--- src/design/dump_params.svh ---
// ----------------------------------------------------------------------
// ADC dump engine parameters
// widths, burst geometry and channel count shared by the dump blocks
// ----------------------------------------------------------------------
`ifndef DUMP_PARAMS_SVH
`define DUMP_PARAMS_SVH

`define DUMP_AXI_AW           32    // HP port address width
`define DUMP_AXI_DW           64    // HP port data width
`define DUMP_BUF_AW           9     // sample buffer read address width

`define DUMP_BURST_LEN        16    // beats per AXI3 burst
`define DUMP_BURST_BYTES      128   // 16 beats of 8 bytes
`define DUMP_BURSTS_PER_HALF  16    // 256 words per buffer half

`define DUMP_CH               2     // channel A and channel B

`endif
--- src/design/dump_pkg.sv ---
// ----------------------------------------------------------------------
// Dump engine types
// scheduler states plus buffer half and channel indices
// ----------------------------------------------------------------------
`default_nettype none

package dump_pkg;

  typedef enum logic [1:0] {
    IDLE,      // scanning for a ready half
    ISSUE,     // job offered to the writer
    WAIT,      // gap after ack, pointer settles
    RELEASE    // hand the half back to the buffer
  } sched_state_e;

  // halves 0,1 are channel A, halves 2,3 are channel B
  typedef logic [1:0] half_t;

  typedef logic chan_t;   // 0 = A, 1 = B

endpackage

`default_nettype wire

--- src/design/axi_pkg.sv ---
// ----------------------------------------------------------------------
// AXI types
// write response codes and burst types of the HP write port
// ----------------------------------------------------------------------
`default_nettype none

package axi_pkg;

  typedef enum logic [1:0] {
    RESP_OKAY   = 2'b00,
    RESP_EXOKAY = 2'b01,
    RESP_SLVERR = 2'b10,   // slave error, flagged by the writer
    RESP_DECERR = 2'b11
  } resp_e;

  typedef enum logic [1:0] {
    BURST_FIXED = 2'b00,
    BURST_INCR  = 2'b01,   // the only type the dump issues
    BURST_WRAP  = 2'b10
  } burst_e;

endpackage

`default_nettype wire

--- src/design/dump_job_if.sv ---
// ----------------------------------------------------------------------
// Dump burst job port
// one burst job from the scheduler to the AXI writer, Wishbone
// classic handshake: cyc/stb held with stable fields until ack
// ----------------------------------------------------------------------
`timescale 1ns/10ps
`default_nettype none

`include "dump_params.svh"

interface dump_job_if;

  logic                     cyc;
  logic                     stb;
  logic [`DUMP_AXI_AW-1:0]  adr;        // DDR byte address of the burst
  logic [`DUMP_BUF_AW-1:0]  word_base;  // first buffer word of the burst
  logic                     ack;        // one pulse per finished burst

  modport sched (
    output cyc, stb, adr, word_base,
    input  ack
  );

  modport writer (
    input  cyc, stb, adr, word_base,
    output ack
  );

endinterface

`default_nettype wire

--- src/design/adc_dump_top.sv ---
// ----------------------------------------------------------------------
// ADC dump to DDR
// moves full halves of the two-channel ADC buffer into DDR ring
// regions through AXI3 write bursts on the HP port
// ----------------------------------------------------------------------
`timescale 1ns/10ps
`default_nettype none

`include "dump_params.svh"

module adc_dump_top (
  input  wire logic                       axi_clk_i,
  input  wire logic                       reset_i,
  // ADC sample buffer
  input  wire logic [3:0]                 adcbuf_ready_i,
  output      dump_pkg::half_t            adcbuf_select_o,
  output      logic [`DUMP_BUF_AW-1:0]    adcbuf_raddr_o,
  input  wire logic [`DUMP_AXI_DW-1:0]    adcbuf_rdata_i,
  output      logic [3:0]                 adcbuf_release_o,
  // dump settings
  input  wire logic [`DUMP_AXI_AW-1:0]    ddrd_a_base_i,
  input  wire logic [`DUMP_AXI_AW-1:0]    ddrd_a_end_i,
  input  wire logic [`DUMP_AXI_AW-1:0]    ddrd_b_base_i,
  input  wire logic [`DUMP_AXI_AW-1:0]    ddrd_b_end_i,
  input  wire logic [3:0]                 ddrd_control_i,   // [1:0] enable, [3:2] reload
  output      logic [`DUMP_AXI_AW-1:0]    ddrd_a_curr_o,
  output      logic [`DUMP_AXI_AW-1:0]    ddrd_b_curr_o,
  // AXI write address channel
  output      logic [`DUMP_AXI_AW-1:0]    axi_awaddr_o,
  output      logic                       axi_awvalid_o,
  input  wire logic                       axi_awready_i,
  output      logic [3:0]                 axi_awlen_o,
  output      axi_pkg::burst_e            axi_awburst_o,
  // AXI write data channel
  output      logic [`DUMP_AXI_DW-1:0]    axi_wdata_o,
  output      logic [`DUMP_AXI_DW/8-1:0]  axi_wstrb_o,
  output      logic                       axi_wlast_o,
  output      logic                       axi_wvalid_o,
  input  wire logic                       axi_wready_i,
  // AXI write response channel
  input  wire axi_pkg::resp_e             axi_bresp_i,
  input  wire logic                       axi_bvalid_i,
  output      logic                       axi_bready_o,
  output      logic                       dump_err_o
);

  logic            advance;
  dump_pkg::chan_t advance_ch;

  dump_job_if u_job ();

  ddr_addr_track u_track (
    .axi_clk_i    (axi_clk_i),
    .reset_i      (reset_i),
    .a_base_i     (ddrd_a_base_i),
    .a_end_i      (ddrd_a_end_i),
    .b_base_i     (ddrd_b_base_i),
    .b_end_i      (ddrd_b_end_i),
    .reload_i     (ddrd_control_i[3:2]),
    .advance_i    (advance),
    .advance_ch_i (advance_ch),
    .a_curr_o     (ddrd_a_curr_o),
    .b_curr_o     (ddrd_b_curr_o)
  );

  dump_sched u_sched (
    .axi_clk_i    (axi_clk_i),
    .reset_i      (reset_i),
    .ready_i      (adcbuf_ready_i),
    .enable_i     (ddrd_control_i[1:0]),
    .a_curr_i     (ddrd_a_curr_o),
    .b_curr_i     (ddrd_b_curr_o),
    .select_o     (adcbuf_select_o),
    .release_o    (adcbuf_release_o),
    .advance_o    (advance),
    .advance_ch_o (advance_ch),
    .job          (u_job.sched)
  );

  axi_burst_writer u_writer (
    .axi_clk_i (axi_clk_i),
    .reset_i   (reset_i),
    .raddr_o   (adcbuf_raddr_o),
    .rdata_i   (adcbuf_rdata_i),
    .awaddr_o  (axi_awaddr_o),
    .awvalid_o (axi_awvalid_o),
    .awready_i (axi_awready_i),
    .awlen_o   (axi_awlen_o),
    .awburst_o (axi_awburst_o),
    .wdata_o   (axi_wdata_o),
    .wstrb_o   (axi_wstrb_o),
    .wlast_o   (axi_wlast_o),
    .wvalid_o  (axi_wvalid_o),
    .wready_i  (axi_wready_i),
    .bresp_i   (axi_bresp_i),
    .bvalid_i  (axi_bvalid_i),
    .bready_o  (axi_bready_o),
    .err_o     (dump_err_o),
    .job       (u_job.writer)
  );

endmodule

`default_nettype wire

--- src/design/axi_burst_writer.sv ---
// ----------------------------------------------------------------------
// AXI3 burst writer
// turns one burst job into an INCR write address, sixteen data beats
// fetched from the sample buffer, and a write response wait
// ----------------------------------------------------------------------
`timescale 1ns/10ps
`default_nettype none

`include "dump_params.svh"

module axi_burst_writer (
  input  wire logic                       axi_clk_i,
  input  wire logic                       reset_i,
  // sample buffer read port
  output      logic [`DUMP_BUF_AW-1:0]    raddr_o,
  input  wire logic [`DUMP_AXI_DW-1:0]    rdata_i,
  // write address channel
  output      logic [`DUMP_AXI_AW-1:0]    awaddr_o,
  output      logic                       awvalid_o,
  input  wire logic                       awready_i,
  output      logic [3:0]                 awlen_o,
  output      axi_pkg::burst_e            awburst_o,
  // write data channel
  output      logic [`DUMP_AXI_DW-1:0]    wdata_o,
  output      logic [`DUMP_AXI_DW/8-1:0]  wstrb_o,
  output      logic                       wlast_o,
  output      logic                       wvalid_o,
  input  wire logic                       wready_i,
  // write response channel
  input  wire axi_pkg::resp_e             bresp_i,
  input  wire logic                       bvalid_i,
  output      logic                       bready_o,
  output      logic                       err_o,
  dump_job_if.writer                      job
);

  logic                     busy_q;
  logic                     ack_q;
  logic                     err_q;
  logic                     awvalid_q;
  logic                     wvalid_q;
  logic [3:0]               beat_q;
  logic [`DUMP_BUF_AW-1:0]  raddr_q;    // word now on rdata_i
  logic [`DUMP_BUF_AW-1:0]  raddr_n;
  logic [`DUMP_AXI_AW-1:0]  awaddr_q;
  logic                     start;
  logic                     beat_ok;
  logic                     last_beat;

  assign start     = job.cyc && job.stb && !busy_q && !ack_q;
  assign beat_ok   = wvalid_q && wready_i;
  assign last_beat = (beat_q == 4'(`DUMP_BURST_LEN - 1));

  // next read address goes out one cycle ahead of its data
  always_comb begin
    raddr_n = raddr_q;
    if (start) begin
      raddr_n = job.word_base;
    end else if (beat_ok && !last_beat) begin
      raddr_n = {raddr_q[`DUMP_BUF_AW-1], raddr_q[`DUMP_BUF_AW-2:0] + 1'b1};
    end
  end

  // ------------------------------------------------------------------
  // address, data and response phases
  // ------------------------------------------------------------------
  always_ff @(posedge axi_clk_i) begin
    if (reset_i) begin
      busy_q    <= 1'b0;
      ack_q     <= 1'b0;
      err_q     <= 1'b0;
      awvalid_q <= 1'b0;
      wvalid_q  <= 1'b0;
      beat_q    <= '0;
      raddr_q   <= '0;
    end else begin
      raddr_q <= raddr_n;
      ack_q   <= 1'b0;
      if (start) begin
        busy_q    <= 1'b1;
        awvalid_q <= 1'b1;
        wvalid_q  <= 1'b1;              // first word arrives with it
        beat_q    <= '0;
      end
      if (awvalid_q && awready_i) begin
        awvalid_q <= 1'b0;
      end
      if (beat_ok) begin
        beat_q <= beat_q + 4'd1;
        if (last_beat) begin
          wvalid_q <= 1'b0;
        end
      end
      if (busy_q && bvalid_i) begin     // bready is always high
        busy_q <= 1'b0;
        ack_q  <= 1'b1;
        if (bresp_i != axi_pkg::RESP_OKAY) begin
          err_q <= 1'b1;                // sticky until reset
        end
      end
    end
  end

  always_ff @(posedge axi_clk_i) begin
    if (start) begin
      awaddr_q <= job.adr;
    end
  end

  assign raddr_o   = raddr_n;
  assign awaddr_o  = awaddr_q;
  assign awvalid_o = awvalid_q;
  assign awlen_o   = 4'(`DUMP_BURST_LEN - 1);
  assign awburst_o = axi_pkg::BURST_INCR;
  assign wdata_o   = rdata_i;           // held while the address holds
  assign wstrb_o   = '1;
  assign wlast_o   = last_beat;
  assign wvalid_o  = wvalid_q;
  assign bready_o  = 1'b1;
  assign err_o     = err_q;
  assign job.ack   = ack_q;

endmodule

`default_nettype wire

--- src/design/dump_sched.sv ---
// ----------------------------------------------------------------------
// Dump scheduler
// picks a ready and enabled buffer half in rotating order, issues its
// sixteen burst jobs one at a time and then releases the half
// ----------------------------------------------------------------------
`timescale 1ns/10ps
`default_nettype none

`include "dump_params.svh"

module dump_sched (
  input  wire logic                     axi_clk_i,
  input  wire logic                     reset_i,
  input  wire logic [3:0]               ready_i,     // one bit per half
  input  wire logic [`DUMP_CH-1:0]      enable_i,    // one bit per channel
  input  wire logic [`DUMP_AXI_AW-1:0]  a_curr_i,
  input  wire logic [`DUMP_AXI_AW-1:0]  b_curr_i,
  output      dump_pkg::half_t          select_o,
  output      logic [3:0]               release_o,
  output      logic                     advance_o,
  output      dump_pkg::chan_t          advance_ch_o,
  dump_job_if.sched                     job
);

  dump_pkg::sched_state_e state_q;
  dump_pkg::half_t        sel_q;     // half being dumped
  dump_pkg::half_t        last_q;    // last half served
  dump_pkg::half_t        pick;
  logic                   pick_ok;
  logic [3:0]             burst_q;
  logic                   last_burst;

  // rotating scan, starts right after the last served half
  always_comb begin
    pick    = last_q;
    pick_ok = 1'b0;
    for (int i = 1; i <= 4; i++) begin
      dump_pkg::half_t cand;
      cand = last_q + 2'(i);
      if (!pick_ok && ready_i[cand] && enable_i[cand[1]]) begin
        pick    = cand;
        pick_ok = 1'b1;
      end
    end
  end

  assign last_burst = (burst_q == 4'(`DUMP_BURSTS_PER_HALF - 1));

  // ------------------------------------------------------------------
  // state machine
  // ------------------------------------------------------------------
  always_ff @(posedge axi_clk_i) begin
    if (reset_i) begin
      state_q <= dump_pkg::IDLE;
      sel_q   <= '0;
      last_q  <= 2'd3;                  // first scan starts at half 0
      burst_q <= '0;
    end else begin
      case (state_q)
        dump_pkg::IDLE: if (pick_ok) begin
          sel_q   <= pick;
          burst_q <= '0;
          state_q <= dump_pkg::ISSUE;
        end
        dump_pkg::ISSUE: if (job.ack) begin
          burst_q <= burst_q + 4'd1;
          state_q <= last_burst ? dump_pkg::RELEASE : dump_pkg::WAIT;
        end
        dump_pkg::WAIT:    state_q <= dump_pkg::ISSUE;   // new pointer now valid
        dump_pkg::RELEASE: begin
          last_q  <= sel_q;
          state_q <= dump_pkg::IDLE;
        end
        default: state_q <= dump_pkg::IDLE;
      endcase
    end
  end

  // job fields, stable for the whole ISSUE phase
  assign job.cyc       = (state_q == dump_pkg::ISSUE) || (state_q == dump_pkg::WAIT);
  assign job.stb       = (state_q == dump_pkg::ISSUE);
  assign job.adr       = sel_q[1] ? b_curr_i : a_curr_i;
  assign job.word_base = {sel_q[0], 8'(burst_q * `DUMP_BURST_LEN)};

  assign advance_o    = (state_q == dump_pkg::ISSUE) && job.ack;
  assign advance_ch_o = sel_q[1];
  assign select_o     = sel_q;
  assign release_o    = (state_q == dump_pkg::RELEASE) ? (4'b0001 << sel_q) : 4'b0000;

endmodule

`default_nettype wire

--- src/design/ddr_addr_track.sv ---
// ----------------------------------------------------------------------
// DDR write pointer tracker
// keeps one ring write pointer per channel, reloads it from the base,
// advances it by one burst and wraps it at the channel end
// ----------------------------------------------------------------------
`timescale 1ns/10ps
`default_nettype none

`include "dump_params.svh"

module ddr_addr_track (
  input  wire logic                     axi_clk_i,
  input  wire logic                     reset_i,
  input  wire logic [`DUMP_AXI_AW-1:0]  a_base_i,
  input  wire logic [`DUMP_AXI_AW-1:0]  a_end_i,    // last address + 1
  input  wire logic [`DUMP_AXI_AW-1:0]  b_base_i,
  input  wire logic [`DUMP_AXI_AW-1:0]  b_end_i,
  input  wire logic [`DUMP_CH-1:0]      reload_i,   // per channel
  input  wire logic                     advance_i,
  input  wire dump_pkg::chan_t          advance_ch_i,
  output      logic [`DUMP_AXI_AW-1:0]  a_curr_o,
  output      logic [`DUMP_AXI_AW-1:0]  b_curr_o
);

  logic [`DUMP_AXI_AW-1:0] base_v  [`DUMP_CH];
  logic [`DUMP_AXI_AW-1:0] end_v   [`DUMP_CH];
  logic [`DUMP_AXI_AW-1:0] curr_q  [`DUMP_CH];
  logic [`DUMP_AXI_AW-1:0] adv_sum [`DUMP_CH];

  assign base_v[0] = a_base_i;
  assign base_v[1] = b_base_i;
  assign end_v[0]  = a_end_i;
  assign end_v[1]  = b_end_i;

  always_comb begin
    for (int ch = 0; ch < `DUMP_CH; ch++) begin
      adv_sum[ch] = curr_q[ch] + `DUMP_AXI_AW'(`DUMP_BURST_BYTES);
    end
  end

  // ------------------------------------------------------------------
  // pointer update, reload wins over advance
  // ------------------------------------------------------------------
  always_ff @(posedge axi_clk_i) begin
    if (reset_i) begin
      for (int ch = 0; ch < `DUMP_CH; ch++) begin
        curr_q[ch] <= '0;
      end
    end else begin
      for (int ch = 0; ch < `DUMP_CH; ch++) begin
        if (reload_i[ch]) begin
          curr_q[ch] <= base_v[ch];
        end else if (advance_i && (advance_ch_i == dump_pkg::chan_t'(ch))) begin
          curr_q[ch] <= (adv_sum[ch] >= end_v[ch]) ? base_v[ch]   // ring wrap
                                                   : adv_sum[ch];
        end
      end
    end
  end

  assign a_curr_o = curr_q[0];
  assign b_curr_o = curr_q[1];

endmodule

`default_nettype wire

--- config.mk ---
export PLATFORM = sky130hd
export DESIGN_NAME = adc_dump_top
export DESIGN_NICKNAME = d
export VERILOG_FILES = /design/src/design/dump_pkg.sv /design/src/design/axi_pkg.sv /design/src/design/dump_job_if.sv /design/src/design/adc_dump_top.sv /design/src/design/axi_burst_writer.sv /design/src/design/dump_sched.sv /design/src/design/ddr_addr_track.sv
export VERILOG_INCLUDE_DIRS = /design/src /design/src/design
export SDC_FILE = /design/constraint.sdc
export NUM_CORES = 1
export LEC_CHECK = 0
export BUFFER_PORTS_ARGS = -buffer_cell sky130_fd_sc_hd__clkbuf_2
export CAP_MARGIN = 5
export CORE_UTILIZATION = 26
export CTS_BUF_LIST = sky130_fd_sc_hd__clkbuf_8
export DETAILED_ROUTE_END_ITERATION = 6
export GPL_ROUTABILITY_DRIVEN = 0
export PLACE_DENSITY = 0.54
export SYNTH_ARGS = -nofsm -noshare
export SYNTH_HDL_FRONTEND = slang
export SYNTH_HIERARCHICAL = 1
export SYNTH_SLANG_ARGS = --single-unit
--- constraint.sdc ---
create_clock -name axi_clk_i -period 3.55 [get_ports axi_clk_i]
set_input_delay 0.355 -clock axi_clk_i [delete_from_list [all_inputs] [get_ports axi_clk_i]]
set_output_delay 0.355 -clock axi_clk_i [all_outputs]
set_load 0.1 [all_outputs]
==> run summary <==
For the number of clock sinks seen by CTS, the log shows 124. The tightest min-delay check is of the input port to flop type. In this run the static leakage power is 5.33 nW. The logic depth of the worst register-to-register path works out to 11.

In the layout the commonest cells are 254 x sky130_fd_sc_hd__clkbuf_2, 96 x sky130_fd_sc_hd__edfxtp_1, 88 x sky130_fd_sc_hd__inv_1. The cell with the biggest individual delay on the critical path is sky130_fd_sc_hd__edfxtp_1. The tools report the number of clock buffers inserted by TritonCTS as 17. In the synthesized netlist the async set-or-reset flop fraction comes to 0%.

The tools report the residual antenna-violating net count after detailed routing as 0. In the final layout, the share of cells above drive strength 1 is 38.3%. In this run the cell area of the synthesized design comes to 8980 um2. For this block, the routed nets add up to 29.9 mm of wire.

After floorplanning, the core was divided into 67 placement rows. The checks that failed: design-rule violations. Initial antenna violation count: 5. VDD sags by at most 0.262 mV. The mean routed wirelength per cell works out to 18.7 um. For the worst setup path, the data arrival time is 3.67 ns. The run gives 7,570 as the number of global-route vias before repair. The count of yosys warnings during synthesis is 6. The delay contributed by the slowest stage of the critical path came out at 0.45 ns. Setup repair after global routing could not meet its margin everywhere.

The flow ran to the end, but the final reports show violations. The number of hold buffers added after CTS was 0. 401 I/O pins were placed. The die is 188 um wide. TritonCTS built the clock tree. The count of input and output buffers works out to 257. Detailed routing inserted a total of 7,548 vias.

The H-tree level count is 4. The clock-pin slew reported for the worst setup and hold paths after clock tree synthesis was 0.09 ns. Leaving out fill and tap cells, the most frequent cell in the layout is sky130_fd_sc_hd__clkbuf_2.

Subtracting the final worst setup slack from the clock period gives 3.45 ns. The signal on the critical path passes through nand4_1 -> or2_4 -> nor3_4 -> nand4_1 -> xnor2_1 -> ha_1 -> nand4_1 -> nor4_4 -> o41ai_4 -> buf_4 -> a32o_2. In this run the worst path has a maximum fanout of 14. The element type at the critical path start was a flop. The die is 188 um tall. The most used flip-flop cell after synthesis is sky130_fd_sc_hd__edfxtp_1. Power comes to 0.00489 W. The starting DRC count in detailed routing was 345. The logs give 43.9 mm for the first-pass GRT wire length and 895 for the number of cells produced by synthesis. CTS placed an instance of sky130_fd_sc_hd__clkbuf_8 at the clock tree root. The reported max-cap violation count is 0. In the routed layout, each cell is associated on average with a via count of 4.72. After synthesis the netlist holds a flip-flop and latch count of 124. Data on the critical path is required at its endpoint by 3.78 ns.

The count of endpoints failing hold in the final timing report was 0. The setup path with the least slack is of type flop to flop. The worst pin sits at a relative slew slack of 60.2%.

The final layout contains 1,416 nets. Setup violations remaining at the end of the flow were counted as 0. STA classifies the critical path endpoint as a flop.

In this run the most critical hold path is launched from axi_bresp_i[0]. The worst register-to-register path begins at u_track/curr_q[1][10]. Dividing the final minimum period by the clock period gives 97.1%. For the final HPWL from detailed placement, the log shows 24.1 mm. The synthesis-to-layout area growth was 24.7%; the pin count of the biggest net entering global routing was 39. Grouping stages by cell kind, the critical path spends the most delay in simple AND/OR/NAND/NOR gates. Summed over all layers, the global routing overflow is 0. In this run the standard cell core region covers 33,800 um2. The number of buffers and inverters on the critical path came out at 1. Dividing the synthesized area by the synthesized cell count gives 10.0 um2.

The worst hold path was traced through 3 stages. The global-route usage over all layers was 16.8%; the power per cell area was 437 nW/um2. Adding up every negative setup slack in the final design gives 0 ns. After filler insertion, the fill cell instance count of the layout stands at 3,566. The worst setup slack for register-to-register paths is 0.10 ns, and the overall die area is 35,300 um2. Once the floorplan was initialized, standard cells occupied 26.6% of the core.

The synthesized design contains 96 enable-type register cells. The tools report the clock latency at the later pin of the worst-skew pair as 0.46 ns. The run gives 38.3% as the fraction of the yosys area taken by sequential cells. For the number of iterations in the first detailed-routing pass, the log shows 7.

Maximum operating frequency: 290 MHz. The synthesized netlist contains 73 unique library cells. For the pin with the worst max-slew slack, the measured transition is 0.597 ns. In the routed design, unresolved DRC markers number 2. Destination of the worst register-to-register timing path: u_track/curr_q[1][25]. The path with the worst hold slack has its endpoint at u_writer/err_o. Between clock sinks in the finished design, the worst skew comes to 0.0180 ns. The most numerous cell type found on the critical path is sky130_fd_sc_hd__nand4_1. The logs give 0 for the final number of max-transition violations and 2 for the buffer levels on the longest clock path.
## registers in the layout, summed over array words and instances, names as in the netlist
signal / count
u_writer/job.ack: 1
u_writer/raddr_q: 9
u_track/curr_q: 64
u_sched/select_o: 2
u_writer/awvalid_o: 1
u_writer/beat_q: 4
u_sched/state_q: 2
u_writer/wvalid_o: 1
u_sched/burst_q: 4
u_sched/last_q: 2
u_writer/err_o: 1
u_writer/awaddr_o: 32
u_writer/busy_q: 1
## report_power, final
| group | switching (W) | total [W] | leakage (nW) | internal [W] |
|---|---|---|---|---|
| clock | 0.000641 | 0.00133 | 0.201 | 0.000693 |
| combinational | 0.00133 | 0.00176 | 3.91 | 0.000426 |
| sequential | 0.000106 | 0.00180 | 1.22 | 0.00170 |
| total | 0.00208 | 0.00489 | 5.33 | 0.00282 |
## worst reg2reg max path, stage by stage, from the launching register on
cell and delay, ns:
sky130_fd_sc_hd__edfxtp_1 0.45, sky130_fd_sc_hd__nand4_1 0.26, sky130_fd_sc_hd__or2_4 0.35, sky130_fd_sc_hd__nor3_4 0.25, sky130_fd_sc_hd__nand4_1 0.15, sky130_fd_sc_hd__xnor2_1 0.18
sky130_fd_sc_hd__ha_1 0.29, sky130_fd_sc_hd__nand4_1 0.18, sky130_fd_sc_hd__nor4_4 0.42, sky130_fd_sc_hd__o41ai_4 0.18, sky130_fd_sc_hd__buf_4 0.23, sky130_fd_sc_hd__a32o_2 0.28
## Yosys cell counts (all sizes together) (13+ instances only)
cell type | instances | share of area [%]
ha | 72 | 10
a32o | 26 | 3.0
mux2i | 15 | 1.7
mux2 | 38 | 4.8
nand3 | 30 | 1.7
inv | 89 | 3.7
nor2 | 31 | 1.3
o21ai | 14 | 0.86
xor2 | 14 | 1.4
and2 | 13 | 0.91
a21oi | 51 | 3.0
nand4 | 26 | 2.0
and3 | 28 | 2.0
xnor2 | 36 | 3.5
nand2 | 68 | 2.9
dfxtp | 28 | 6.2
edfxtp | 96 | 32
buf | 104 | 8.4
## layer usage
layer	track usage, %	routed length, um	up-vias
met5	0	52	-
met4	6.44	767	8
met3	5.22	2180	59
met2	27.9	14000	268
met1	20.1	12900	3586
li1	-	-	3627
## area by class of cell
cell class	count	area, um2	area share (%)
antenna	1	2.50	0.0223
timing repair buffer	321	1840	16.4
tap	448	561	5.01
multi-input combinational	584	4610	41.2
clock inverter	15	174	1.55
sequential	124	3440	30.8
inverter	89	334	2.98
clock buffer	17	234	2.09
## cells by family (layout without fill, tap and decap cells)
logic type | after synthesis | in the layout | share of synthesized area, %
XOR/XNOR | 50 | 50 | 4.88
buffers and inverters | 203 | 442 | 12.6
multiplexers | 53 | 53 | 6.44
other | 3 | 20 | 0.125
AND/OR/NAND/NOR | 236 | 236 | 14.4
flip-flops | 124 | 124 | 38.3
adder cells (fa/ha/maj) | 72 | 72 | 10.0
AO/OA/AOI/OAI | 154 | 154 | 13.2
## what timing repair did
item,in CTS,in global routing
setup buffers,0,4
resized for setup,0,10
setup endpoints to repair,0,77
## per-stage QoR
stage / area (um2) / hold slack, ns / setup WS [ns] / util [%] / cells
after floorplan: 9150 / 0.427 / -0.495 / - / 911
after global placement: 10700 / 0.456 / 0.106 / 31.7 / 1562
after detailed placement: 10700 / 0.461 / 0.0708 / 31.7 / 1562
after CTS: 11100 / 0.0703 / 0.0706 / 32.9 / 1594
after global routing: 11200 / 0.112 / -0.0231 / 33.1 / 1598
final: 11200 / 0.130 / 0.102 / 33.1 / 1599
## worst max-delay path by stage
stage / slack [ns] / cells after the start / start / end
6_report: 0.10 / 11 / u_track/curr_q[1][10] / u_track/curr_q[1][25]
5_1_grt: -0.02 / 12 / u_track/curr_q[1][7] / u_track/curr_q[1][25]
4_1_cts: 0.07 / 11 / u_track/curr_q[1][11] / u_track/curr_q[1][24]
3_5_place_dp: 0.07 / 11 / u_track/curr_q[1][10] / u_track/curr_q[1][25]
3_3_place_gp: 0.11 / 11 / u_track/curr_q[1][8] / u_track/curr_q[1][25]
2_1_floorplan: -0.50 / 13 / u_track/curr_q[1][12] / u_track/curr_q[1][22]
No activity file was read; power rests on OpenSTA's default activity.
